## src/verilog/restart_defines.svh

```systemverilog
//////////////////////////////
// Sizing for the restart path
// Tag width must cover the tag count
// Credit width must hold the credit total plus one
//////////////////////////////

`ifndef RESTART_DEFINES_SVH
`define RESTART_DEFINES_SVH

// Tag table
`define RST_TAG_COUNT 16
`define RST_TAG_W 4

// Link credits
`define RST_CREDITS 8
`define RST_CREDIT_W 4

// Command fields
`define RST_ADDR_W 32
`define RST_CU_W 4
`define RST_RESTART_CU {`RST_CU_W{1'b1}}

`endif

```

## src/verilog/restart_pkg.sv

```systemverilog
//////////////////////////////
// Types shared by the restart path
// Widths come from the defines header
//////////////////////////////

`include "restart_defines.svh"

package restart_pkg;

	typedef logic [`RST_TAG_W-1:0] tag_t;
	typedef logic [`RST_ADDR_W-1:0] addr_t;
	typedef logic [`RST_CU_W-1:0] cu_t;
	typedef logic [`RST_CREDIT_W-1:0] credit_t;

	// Command kinds
	typedef logic [1:0] cmd_kind_t;
	localparam cmd_kind_t KIND_READ = 2'd0;
	localparam cmd_kind_t KIND_WRITE = 2'd1;
	localparam cmd_kind_t KIND_RESTART = 2'd2;

	// Response codes
	typedef logic [2:0] rsp_code_t;
	localparam rsp_code_t RSP_DONE = 3'd0;
	localparam rsp_code_t RSP_PAGED = 3'd1;
	localparam rsp_code_t RSP_AERROR = 3'd2;
	localparam rsp_code_t RSP_DERROR = 3'd3;
	localparam rsp_code_t RSP_FLUSHED = 3'd4;

	// One enable bit per restartable fault
	typedef logic [2:0] restart_mask_t;
	localparam int MASK_PAGED = 0;
	localparam int MASK_AERROR = 1;
	localparam int MASK_DERROR = 2;

	typedef struct packed {
		addr_t addr;
		cu_t cu;
		cmd_kind_t kind;
	} cmd_entry_t;

	// Flushed command as kept for replay
	typedef struct packed {
		tag_t tag;
		cmd_entry_t entry;
	} replay_entry_t;

	typedef enum logic [2:0] {IDLE, RESTART, RESP_WAIT, REPLAY, DONE} restart_state_e;

endpackage

```

## src/verilog/cmd_line_if.sv

```systemverilog
//////////////////////////////
// One outbound command line
// No handshake, valid is a strobe
//////////////////////////////

`timescale 1ns/1ns

interface cmd_line_if;
	import restart_pkg::*;

	logic valid;
	tag_t tag;
	addr_t addr;
	cu_t cu;
	cmd_kind_t kind;
	// Set on restart and replay commands
	logic strict;

	modport source (
		output valid, tag, addr, cu, kind, strict
	);

	modport sink (
		input valid, tag, addr, cu, kind, strict
	);

endinterface

```

## src/verilog/tag_ram.sv

```systemverilog
//////////////////////////////
// Outstanding command table
// Read data one cycle after address, no reset
//////////////////////////////

`timescale 1ns/1ns
`include "restart_defines.svh"

module tag_ram #(
	parameter int DEPTH = `RST_TAG_COUNT,
	parameter int WIDTH = $bits(restart_pkg::cmd_entry_t)
) (
	input  logic                    clock,
	input  logic                    we,
	input  restart_pkg::tag_t       wr_addr,
	input  restart_pkg::cmd_entry_t wr_data,
	input  restart_pkg::tag_t       rd_addr,
	output restart_pkg::cmd_entry_t rd_data
);

	logic [WIDTH-1:0] mem [DEPTH];

	always_ff @(posedge clock) begin
		if (we) begin
			mem[wr_addr] <= wr_data;
		end
		rd_data <= mem[rd_addr];
	end

endmodule

```

## src/verilog/replay_fifo.sv

```systemverilog
//////////////////////////////
// Replay buffer for flushed commands
// DEPTH must be a power of two
// Push while full is dropped
//////////////////////////////

`timescale 1ns/1ns
`include "restart_defines.svh"

module replay_fifo #(
	parameter int DEPTH = `RST_TAG_COUNT,
	parameter int WIDTH = $bits(restart_pkg::replay_entry_t)
) (
	input  logic                       clock,
	input  logic                       rstn,
	input  logic                       push,
	input  restart_pkg::replay_entry_t push_data,
	input  logic                       pop,
	output restart_pkg::replay_entry_t pop_data,
	output logic                       empty,
	output logic                       full
);

	localparam int AW = $clog2(DEPTH);

	logic [WIDTH-1:0] mem [DEPTH];
	// Extra top bit tells full from empty
	logic [AW:0] wr_ptr;
	logic [AW:0] rd_ptr;

	always_ff @(posedge clock) begin
		if (push && !full) begin
			mem[wr_ptr[AW-1:0]] <= push_data;
		end
	end

	always_ff @(posedge clock or negedge rstn) begin
		if (~rstn) begin
			wr_ptr <= '0;
			rd_ptr <= '0;
		end else begin
			if (push && !full) begin
				wr_ptr <= wr_ptr + 1'b1;
			end
			if (pop && !empty) begin
				rd_ptr <= rd_ptr + 1'b1;
			end
		end
	end

	// Head entry visible before the pop
	assign pop_data = mem[rd_ptr[AW-1:0]];

	assign empty = (wr_ptr == rd_ptr);
	assign full = (wr_ptr[AW] != rd_ptr[AW]) && (wr_ptr[AW-1:0] == rd_ptr[AW-1:0]);

endmodule

```

## src/verilog/credit_tracker.sv

```systemverilog
//////////////////////////////
// Link credits in use
// One credit per outbound command
// One back per response
//////////////////////////////

`timescale 1ns/1ns

module credit_tracker (
	input  logic                 clock,
	input  logic                 rstn,
	cmd_line_if.sink             cmd,
	input  logic                 rsp_valid,
	output restart_pkg::credit_t credits_used
);

	logic take;
	logic give;

	assign take = cmd.valid;
	// Stray response at zero is ignored
	assign give = rsp_valid && (credits_used != '0);

	always_ff @(posedge clock or negedge rstn) begin
		if (~rstn) begin
			credits_used <= '0;
		end else begin
			case ({take, give})
				2'b10: credits_used <= credits_used + 1'b1;
				2'b01: credits_used <= credits_used - 1'b1;
				// Send and return in one cycle cancel
				default: credits_used <= credits_used;
			endcase
		end
	end

endmodule

```

## src/verilog/restart_config.sv

```systemverilog
//////////////////////////////
// Configuration registers
// Address 0 bit 0 is the enable
// Address 1 bits 2..0 are the fault mask
//////////////////////////////

`timescale 1ns/1ns

module restart_config (
	input  logic                       clock,
	input  logic                       rstn,
	input  logic                       cfg_we,
	input  logic                       cfg_addr,
	input  logic [7:0]                 cfg_wdata,
	output logic                       enable,
	output restart_pkg::restart_mask_t restart_mask
);

	// Comes up disabled with no fault restartable
	always_ff @(posedge clock or negedge rstn) begin
		if (~rstn) begin
			enable <= 1'b0;
			restart_mask <= '0;
		end else begin
			if (cfg_we) begin
				case (cfg_addr)
					1'b0: enable <= cfg_wdata[0];
					1'b1: restart_mask <= cfg_wdata[2:0];
					default: enable <= enable;
				endcase
			end
		end
	end

endmodule

```

## src/verilog/restart_control.sv

```systemverilog
//////////////////////////////
// Restart sequencing for the command port
// Response entry is read two cycles after rsp_valid
// Replay buffer is not cleared by a disable
//////////////////////////////

`timescale 1ns/1ns
`include "restart_defines.svh"

module restart_control (
	input  logic                       clock,
	input  logic                       rstn,
	input  logic                       enable,
	input  restart_pkg::restart_mask_t restart_mask,
	input  logic                       host_valid,
	input  restart_pkg::tag_t          host_tag,
	input  restart_pkg::addr_t         host_addr,
	input  restart_pkg::cu_t           host_cu,
	input  restart_pkg::cmd_kind_t     host_kind,
	input  logic                       rsp_valid,
	input  restart_pkg::tag_t          rsp_tag,
	input  restart_pkg::rsp_code_t     rsp_code,
	input  restart_pkg::credit_t       credits_used,
	output logic                       host_ready,
	output logic                       restart_pending,
	cmd_line_if.source                 cmd
);
	import restart_pkg::*;

	logic rsp_fault;
	logic rsp_flush;
	logic early_hit;
	logic rsp_q_valid;
	logic rsp_q_fault;
	logic rsp_q_flush;
	tag_t rsp_q_tag;
	logic rsp_s2_valid;
	logic rsp_s2_fault;
	logic rsp_s2_flush;
	tag_t rsp_s2_tag;

	cmd_entry_t tbl_wr_data;
	cmd_entry_t tbl_rd_data;
	replay_entry_t fifo_in;
	replay_entry_t fifo_out;
	logic fifo_push;
	logic fifo_pop;
	logic fifo_empty;
	logic fifo_full;

	logic s2_is_restart;
	logic trigger_s2;
	logic flush_s2;
	logic restart_sent;
	credit_t restarts_out;
	credit_t credits_ahead;
	logic quiet;
	logic host_fire;
	logic sel_restart;
	logic sel_replay;

	restart_state_e state;
	restart_state_e state_nxt;

	function automatic logic fault_enabled(input rsp_code_t code, input restart_mask_t mask);
		case (code)
			RSP_PAGED: return mask[MASK_PAGED];
			RSP_AERROR: return mask[MASK_AERROR];
			RSP_DERROR: return mask[MASK_DERROR];
			default: return 1'b0;
		endcase
	endfunction

	//////////////////////////////
	// Response pipeline
	//////////////////////////////

	// Mask sampled once, on arrival
	assign rsp_fault = rsp_valid && fault_enabled(rsp_code, restart_mask);
	assign rsp_flush = rsp_valid && (rsp_code == RSP_FLUSHED);
	assign early_hit = enable && (rsp_fault || rsp_flush);

	always_ff @(posedge clock or negedge rstn) begin
		if (~rstn) begin
			rsp_q_valid <= 1'b0;
			rsp_q_fault <= 1'b0;
			rsp_q_flush <= 1'b0;
			rsp_s2_valid <= 1'b0;
			rsp_s2_fault <= 1'b0;
			rsp_s2_flush <= 1'b0;
		end else if (~enable) begin
			rsp_q_valid <= 1'b0;
			rsp_q_fault <= 1'b0;
			rsp_q_flush <= 1'b0;
			rsp_s2_valid <= 1'b0;
			rsp_s2_fault <= 1'b0;
			rsp_s2_flush <= 1'b0;
		end else begin
			rsp_q_valid <= rsp_valid;
			rsp_q_fault <= rsp_fault;
			rsp_q_flush <= rsp_flush;
			rsp_s2_valid <= rsp_q_valid;
			rsp_s2_fault <= rsp_q_fault;
			rsp_s2_flush <= rsp_q_flush;
		end
	end

	always_ff @(posedge clock) begin
		rsp_q_tag <= rsp_tag;
		rsp_s2_tag <= rsp_q_tag;
	end

	// Every outbound command lands in the table
	assign tbl_wr_data = '{addr: cmd.addr, cu: cmd.cu, kind: cmd.kind};

	tag_ram #(
		.DEPTH(`RST_TAG_COUNT),
		.WIDTH($bits(cmd_entry_t))
	) u_tag_ram (
		.clock  (clock),
		.we     (cmd.valid),
		.wr_addr(cmd.tag),
		.wr_data(tbl_wr_data),
		.rd_addr(rsp_q_tag),
		.rd_data(tbl_rd_data)
	);

	assign s2_is_restart = rsp_s2_valid && (tbl_rd_data.kind == KIND_RESTART);
	assign trigger_s2 = rsp_s2_fault && (tbl_rd_data.kind != KIND_RESTART);
	assign flush_s2 = rsp_s2_flush && (tbl_rd_data.kind != KIND_RESTART);

	assign fifo_push = flush_s2;
	assign fifo_in = '{tag: rsp_s2_tag, entry: tbl_rd_data};

	replay_fifo #(
		.DEPTH(`RST_TAG_COUNT),
		.WIDTH($bits(replay_entry_t))
	) u_replay_fifo (
		.clock    (clock),
		.rstn     (rstn),
		.push     (fifo_push),
		.push_data(fifo_in),
		.pop      (fifo_pop),
		.pop_data (fifo_out),
		.empty    (fifo_empty),
		.full     (fifo_full)
	);

	//////////////////////////////
	// Outstanding restarts
	//////////////////////////////

	assign restart_sent = cmd.valid && (cmd.kind == KIND_RESTART);

	always_ff @(posedge clock or negedge rstn) begin
		if (~rstn) begin
			restarts_out <= '0;
		end else if (~enable) begin
			restarts_out <= '0;
		end else begin
			case ({restart_sent, s2_is_restart})
				2'b10: restarts_out <= restarts_out + 1'b1;
				2'b01: restarts_out <= restarts_out - 1'b1;
				default: restarts_out <= restarts_out;
			endcase
		end
	end

	// Command on the port now is not yet counted by the tracker
	assign credits_ahead = credits_used + credit_t'(cmd.valid);

	// Nothing in flight anywhere on the link or in the pipeline
	assign quiet = (credits_used == '0) && !cmd.valid && !rsp_q_valid && !rsp_s2_valid
		&& (restarts_out == '0);

	//////////////////////////////
	// Restart FSM
	//////////////////////////////

	always_ff @(posedge clock or negedge rstn) begin
		if (~rstn) begin
			state <= IDLE;
		end else if (~enable) begin
			state <= IDLE;
		end else begin
			state <= state_nxt;
		end
	end

	always_comb begin
		state_nxt = state;
		case (state)
			IDLE: begin
				if (early_hit)
					state_nxt = RESP_WAIT;
			end
			RESP_WAIT: begin
				if (trigger_s2)
					state_nxt = RESTART;
				else if (quiet)
					state_nxt = fifo_empty ? DONE : REPLAY;
			end
			RESTART: begin
				if (!trigger_s2)
					state_nxt = RESP_WAIT;
			end
			REPLAY: begin
				// A fresh trigger pauses the pops
				if (trigger_s2)
					state_nxt = RESTART;
				else if (fifo_empty)
					state_nxt = RESP_WAIT;
			end
			DONE: begin
				state_nxt = early_hit ? RESP_WAIT : IDLE;
			end
			default: state_nxt = IDLE;
		endcase
	end

	assign restart_pending = enable && (state inside {RESTART, RESP_WAIT, REPLAY});
	assign host_ready = enable && (state inside {IDLE, DONE}) && !fifo_full
		&& (credits_ahead < credit_t'(`RST_CREDITS));

	//////////////////////////////
	// Outbound command select
	//////////////////////////////

	assign host_fire = host_valid && host_ready;
	assign sel_restart = trigger_s2;
	assign sel_replay = (state == REPLAY) && !fifo_empty && !trigger_s2;
	assign fifo_pop = sel_replay;

	always_ff @(posedge clock or negedge rstn) begin
		if (~rstn) begin
			cmd.valid <= 1'b0;
			cmd.strict <= 1'b0;
		end else if (~enable) begin
			cmd.valid <= 1'b0;
			cmd.strict <= 1'b0;
		end else begin
			cmd.valid <= sel_restart || sel_replay || host_fire;
			cmd.strict <= sel_restart || sel_replay;
		end
	end

	// Restart first, then replay, then host
	always_ff @(posedge clock) begin
		if (sel_restart) begin
			cmd.tag <= rsp_s2_tag;
			cmd.addr <= tbl_rd_data.addr;
			cmd.cu <= `RST_RESTART_CU;
			cmd.kind <= KIND_RESTART;
		end else if (sel_replay) begin
			cmd.tag <= fifo_out.tag;
			cmd.addr <= fifo_out.entry.addr;
			cmd.cu <= fifo_out.entry.cu;
			cmd.kind <= fifo_out.entry.kind;
		end else if (host_fire) begin
			cmd.tag <= host_tag;
			cmd.addr <= host_addr;
			cmd.cu <= host_cu;
			cmd.kind <= host_kind;
		end
	end

endmodule

```

## src/verilog/restart_top.sv

```systemverilog
//////////////////////////////
// Restart path top level
// Host, response and command lines are plain strobes
// Flow is bounded by credits and host_ready only
//////////////////////////////

`timescale 1ns/1ns

module restart_top (
	input  logic                   clock,
	input  logic                   rstn,
	// Configuration
	input  logic                   cfg_we,
	input  logic                   cfg_addr,
	input  logic [7:0]             cfg_wdata,
	// Host issue
	input  logic                   host_valid,
	input  restart_pkg::tag_t      host_tag,
	input  restart_pkg::addr_t     host_addr,
	input  restart_pkg::cu_t       host_cu,
	input  restart_pkg::cmd_kind_t host_kind,
	// Responses
	input  logic                   rsp_valid,
	input  restart_pkg::tag_t      rsp_tag,
	input  restart_pkg::rsp_code_t rsp_code,
	// Status
	output logic                   host_ready,
	output logic                   restart_pending,
	// Outbound commands
	output logic                   out_valid,
	output restart_pkg::tag_t      out_tag,
	output restart_pkg::addr_t     out_addr,
	output restart_pkg::cu_t       out_cu,
	output restart_pkg::cmd_kind_t out_kind,
	output logic                   out_strict
);
	import restart_pkg::*;

	logic enable;
	restart_mask_t restart_mask;
	credit_t credits_used;

	cmd_line_if cmd_line ();

	restart_config u_config (
		.clock       (clock),
		.rstn        (rstn),
		.cfg_we      (cfg_we),
		.cfg_addr    (cfg_addr),
		.cfg_wdata   (cfg_wdata),
		.enable      (enable),
		.restart_mask(restart_mask)
	);

	restart_control u_control (
		.clock          (clock),
		.rstn           (rstn),
		.enable         (enable),
		.restart_mask   (restart_mask),
		.host_valid     (host_valid),
		.host_tag       (host_tag),
		.host_addr      (host_addr),
		.host_cu        (host_cu),
		.host_kind      (host_kind),
		.rsp_valid      (rsp_valid),
		.rsp_tag        (rsp_tag),
		.rsp_code       (rsp_code),
		.credits_used   (credits_used),
		.host_ready     (host_ready),
		.restart_pending(restart_pending),
		.cmd            (cmd_line.source)
	);

	credit_tracker u_credit (
		.clock       (clock),
		.rstn        (rstn),
		.cmd         (cmd_line.sink),
		.rsp_valid   (rsp_valid),
		.credits_used(credits_used)
	);

	// Command line out to the link
	assign out_valid = cmd_line.valid;
	assign out_tag = cmd_line.tag;
	assign out_addr = cmd_line.addr;
	assign out_cu = cmd_line.cu;
	assign out_kind = cmd_line.kind;
	assign out_strict = cmd_line.strict;

endmodule

```

## config.mk

```make
export PLATFORM = sky130hd
export DESIGN_NAME = restart_top
export DESIGN_NICKNAME = d
export VERILOG_FILES = /design/src/verilog/restart_pkg.sv /design/src/verilog/cmd_line_if.sv /design/src/verilog/tag_ram.sv /design/src/verilog/replay_fifo.sv /design/src/verilog/credit_tracker.sv /design/src/verilog/restart_config.sv /design/src/verilog/restart_control.sv /design/src/verilog/restart_top.sv
export VERILOG_INCLUDE_DIRS = /design/src /design/src/verilog
export SDC_FILE = /design/constraint.sdc
export NUM_CORES = 1
export LEC_CHECK = 0
export BUFFER_PORTS_ARGS = -buffer_cell sky130_fd_sc_hd__buf_2
export CAP_MARGIN = 20
export CELL_PAD_IN_SITES_DETAIL_PLACEMENT = 0
export CELL_PAD_IN_SITES_GLOBAL_PLACEMENT = 1
export CORE_MARGIN = 5
export CORE_UTILIZATION = 48
export DETAILED_ROUTE_END_ITERATION = 8
export PLACE_DENSITY = 0.76
export SETUP_SLACK_MARGIN = 0.05
export SYNTH_ARGS = -nofsm -noshare
export SYNTH_HDL_FRONTEND = slang
export SYNTH_SLANG_ARGS = --single-unit
```

## constraint.sdc

```tcl
create_clock -name clock -period 11.3 [get_ports clock]
set_clock_uncertainty 0.1 [all_clocks]
set_input_delay 1.695 -clock clock [delete_from_list [all_inputs] [get_ports clock]]
set_output_delay 1.695 -clock clock [all_outputs]
set_load 0.005 [all_outputs]
```

==> impl_results.md <==
- Status: complete, no violations
- Sw frac: 22.0%
- CP Cell Sequence: xor2_1, nor4_4, a21oi_1, buf_2
- Crit-path max FO: 35
- # hold bufs at CTS: 0
- Worst flop-to-flop path endpoint: u_control.cmd.addr[11]
- Vias in the first global route: 25034
- FMAX: 222 MHz
- Share of layout cells above drive strength 1: 29.4%
- Max_cap viols: 0
- Max VDD drop: 0.000117 V
- CP startpoint kind: flop
- Min cycle time layout: 4.51 ns
- Slew HR: 35.0%
- Setup Buffers After CTS: 0
- DRT Pass-1 Iters: 5
- Top delay family on crit path: flip-flops
- Power Total: 11.1 mW
- Clk_lat worst skew: 0.72 ns
- CP bufs+invs: 1
- Die W: 343 um
- Drt initial violations: 2537
- Register-to-Register Path Depth: 8
- Post-synth net total: 2376
- Gr usage total: 20.3%
- DRC Markers: 0
- Fin. Hold Viols: 0
- Post-DP HPWL: 60400 um
- Synth warnings: 0
- PortBufs: 103
- Most frequent cells in the layout: edfxtp_1 (1316), mux4_2 (359), clkbuf_16 (136), buf_2 (103), a211oi_1 (75)
- Combinational share of power: 6.4%
- Worst flop-to-flop path startpoint: u_control.u_replay_fifo.rd_ptr[0]
- P_int: 8.63 mW
- Synthesized instance count: 2301
- Slowest CP cell: dfrtp_4
- Worst endpoint data arrival time: 2.72 ns
- Critical Path Max Stage Delay: 0.87 ns
- Number of synthesized flops with an enable pin: 1316
- Clock root buffer: clkbuf_16
- RSZ-0062 raised after global routing: no
- Fin area: 0.0596 sq mm
- Commonest non-fill, non-tap cell in the layout: edfxtp_1
- Final cell count without fillers: 4061
- Die height: 343 um
- WHS Endpoint: u_control.rsp_s2_flush
- Maximum clock insertion buffer count: 3
- Row Count: 122
- Layout Nets: 2542
- Hold WC Path Type: reg -> reg
- Post-synth top flop: edfxtp_1
- #FFs+latches synth: 1401
- Crit. End Element: primary output
- Dpl cells: 3816
- Largest net degree at the start of global routing: 84
- Leak Pwr: 18.6 nW
- TritonCTS Sinks: 1401
- Critical Path RT: 9.51 ns
- Post-Place Cell Area: 0.0554 sq mm
- Register share of total power: 55.1%
- Routed wire length: 119000 um
- Post-route worst setup slack: 6.79 ns
- Yosys cell types: 55
- Wire length per cell: 29.3 um
- R2R setup slack: 6.99 ns
- Critical path depth: 4
- Via density: 6.02
- Setup violators final: 0
- Post-CTS sizing: 0
- Initial antenna violation count: 12
- Final Max Tran Viols: 0
- Setup TNS: 0 ns
- Post-synth ARST share: 2.36%
- Crit Path Category: reg -> out
- Global route total overflow: 0
- Vias: 24428
- Core area: 0.110 sq mm
- Num ports: 109
- Worst Tran Pin Value: 0.969 ns
- Hold Path Stages: 1
- First-pass GRT wire length: 172000 um
- Fin crit share: 39.9%
- Psw: 2.44 mW
- Initial Util: 48.2%
- H-tree Lvls: 4
- ANT nets after route: 0
- Pwr dens: 186 mW/mm^2
- Post-synthesis sequential area ratio: 78.0%
- Hold wc startpoint: u_control.rsp_q_flush
- Clk slew on worst S/H paths: 0.06 ns
- Clock power share: 38.5%
- Layout area overhead: 12.4%
- Die area: 0.117 sq mm
- Post-Syn Area per Cell: 23.1 sq um
- Mapped Area: 0.0531 sq mm
- Final Wtd Congestion: 0.761
- Post-Place Setup Slack: 6.53 ns
- TritonCTS clock tree: built
- Total CTS buffers: 134
-- registers in the layout (all words and copies together), names as in the netlist, 4 cells and up --
name / flops
u_control.u_tag_ram.rd_data: 38
u_control.rsp_s2_tag: 4
u_control.cmd.cu: 4
u_control.restarts_out: 4
u_credit.credits_used: 4
u_control.rsp_q_tag: 4
u_control.u_replay_fifo.wr_ptr: 5
u_control.cmd.addr: 32
u_control.u_tag_ram.mem: 608
u_control.cmd.tag: 4
u_control.u_replay_fifo.mem: 672
u_control.u_replay_fifo.rd_ptr: 5
-- power groups by stage --
stage / combinational, mW / clock, mW / sequential [mW]
2_1_floorplan: 0.550 / 0 / 6.09
3_3_place_gp: 0.693 / 0 / 6.18
3_5_place_dp: 0.706 / 0 / 6.21
4_1_cts: 0.711 / 4.34 / 6.10
5_1_grt: 0.768 / 4.56 / 6.13
6_report: 0.706 / 4.26 / 6.11
-- worst max-delay path by stage --
stage | from | to | slack, ns
after global placement | u_control.u_replay_fifo.rd_ptr[0] | u_control.cmd.addr[8] | 6.55
after global routing | u_control.u_replay_fifo.rd_ptr[0] | host_ready | 6.55
after detailed placement | u_control.u_replay_fifo.rd_ptr[0] | u_control.cmd.addr[11] | 6.53
final | u_control.u_replay_fifo.rd_ptr[0] | host_ready | 6.79
after CTS | u_control.u_replay_fifo.rd_ptr[0] | u_control.cmd.addr[11] | 6.51
after floorplan | u_control.cmd.tag[0] | u_control.u_tag_ram.mem[0][0] | 6.32
-- synthesized netlist by cell type (3+ instances only) --
library cell / instances / area (sq um)
edfxtp_1: 1316 / 39500
mux4_2: 359 / 8090
a211oi_1: 75 / 563
clkbuf_1: 57 / 214
dfxtp_1: 52 / 1040
nor2b_1: 43 / 269
buf_2: 42 / 210
mux2i_1: 39 / 390
a221o_1: 36 / 360
dfrtp_1: 33 / 826
nand2_1: 24 / 90.1
nor2_1: 23 / 86.3
and3_1: 20 / 125
inv_1: 17 / 63.8
nor3_1: 16 / 80.1
buf_1: 14 / 52.6
a21oi_1: 10 / 50.1
a22oi_1: 10 / 75.1
ha_1: 10 / 125
xnor2_1: 10 / 87.6
xor2_1: 10 / 87.6
buf_4: 9 / 67.6
o21ai_0: 7 / 35.0
and2_1: 6 / 37.5
nor4_1: 6 / 37.5
a221oi_1: 5 / 43.8
buf_6: 5 / 56.3
mux2_2: 4 / 45.0
nand2b_1: 4 / 25.0
nand4_1: 4 / 25.0
o21ai_1: 4 / 20.0
nand3_1: 3 / 15.0
-- kinds of logic (layout without fill, tap and decap cells) --
kind of cell	count (synthesis)	in the layout	synth area share [%]
adder cells (fa/ha/maj)	12	12	0.311
other	0	1	0
buffers and inverters	145	416	1.26
AO/OA/AOI/OAI	160	160	2.38
flip-flops	1401	1401	78.0
AND/OR/NAND/NOR	160	160	1.69
multiplexers	403	403	16.1
XOR/XNOR	20	20	0.330
-- per-layer routing --
| layer | vias to the layer above | wire length (um) | track usage (%) |
|---|---|---|---|
| li1 | 10140 | - | - |
| met1 | 13074 | 45700 | 27.6 |
| met2 | 1053 | 60700 | 34.0 |
| met3 | 159 | 10400 | 4.81 |
| met4 | 2 | 2170 | 4.70 |
| met5 | - | 13 | 0 |
-- final cells by class --
class | instances | area, sq um
Tap cell | 1488 | 1860
Fill cell | 8117 | 50600
Clock inverter | 66 | 574
Antenna cell | 1 | 2.50
Inverter | 17 | 63.8
Timing Repair Buffer | 158 | 968
Clock buffer | 175 | 3590
Multi-Input combinational cell | 755 | 11200
Sequential cell | 1401 | 41400
-- through the flow --
stage | hold WS, ns | util [%]
after floorplan | 0.226 | -
after global placement | 0.344 | 50.3
after detailed placement | 0.346 | 50.3
after CTS | 0.359 | 54.1
after global routing | 0.368 | 54.1
final | 0.355 | 54.1
-- worst register-to-register path, cell delays in order (launching register included) --
cell      delay (ns)
dfrtp_4         0.87
buf_4           0.81
buf_4           0.43
buf_16          0.33
mux4_2          0.59
nor2b_1         0.15
a211oi_1        0.26
a211oi_1        0.13
a221o_1         0.38
No activity file was read; power rests on OpenSTA's default activity.
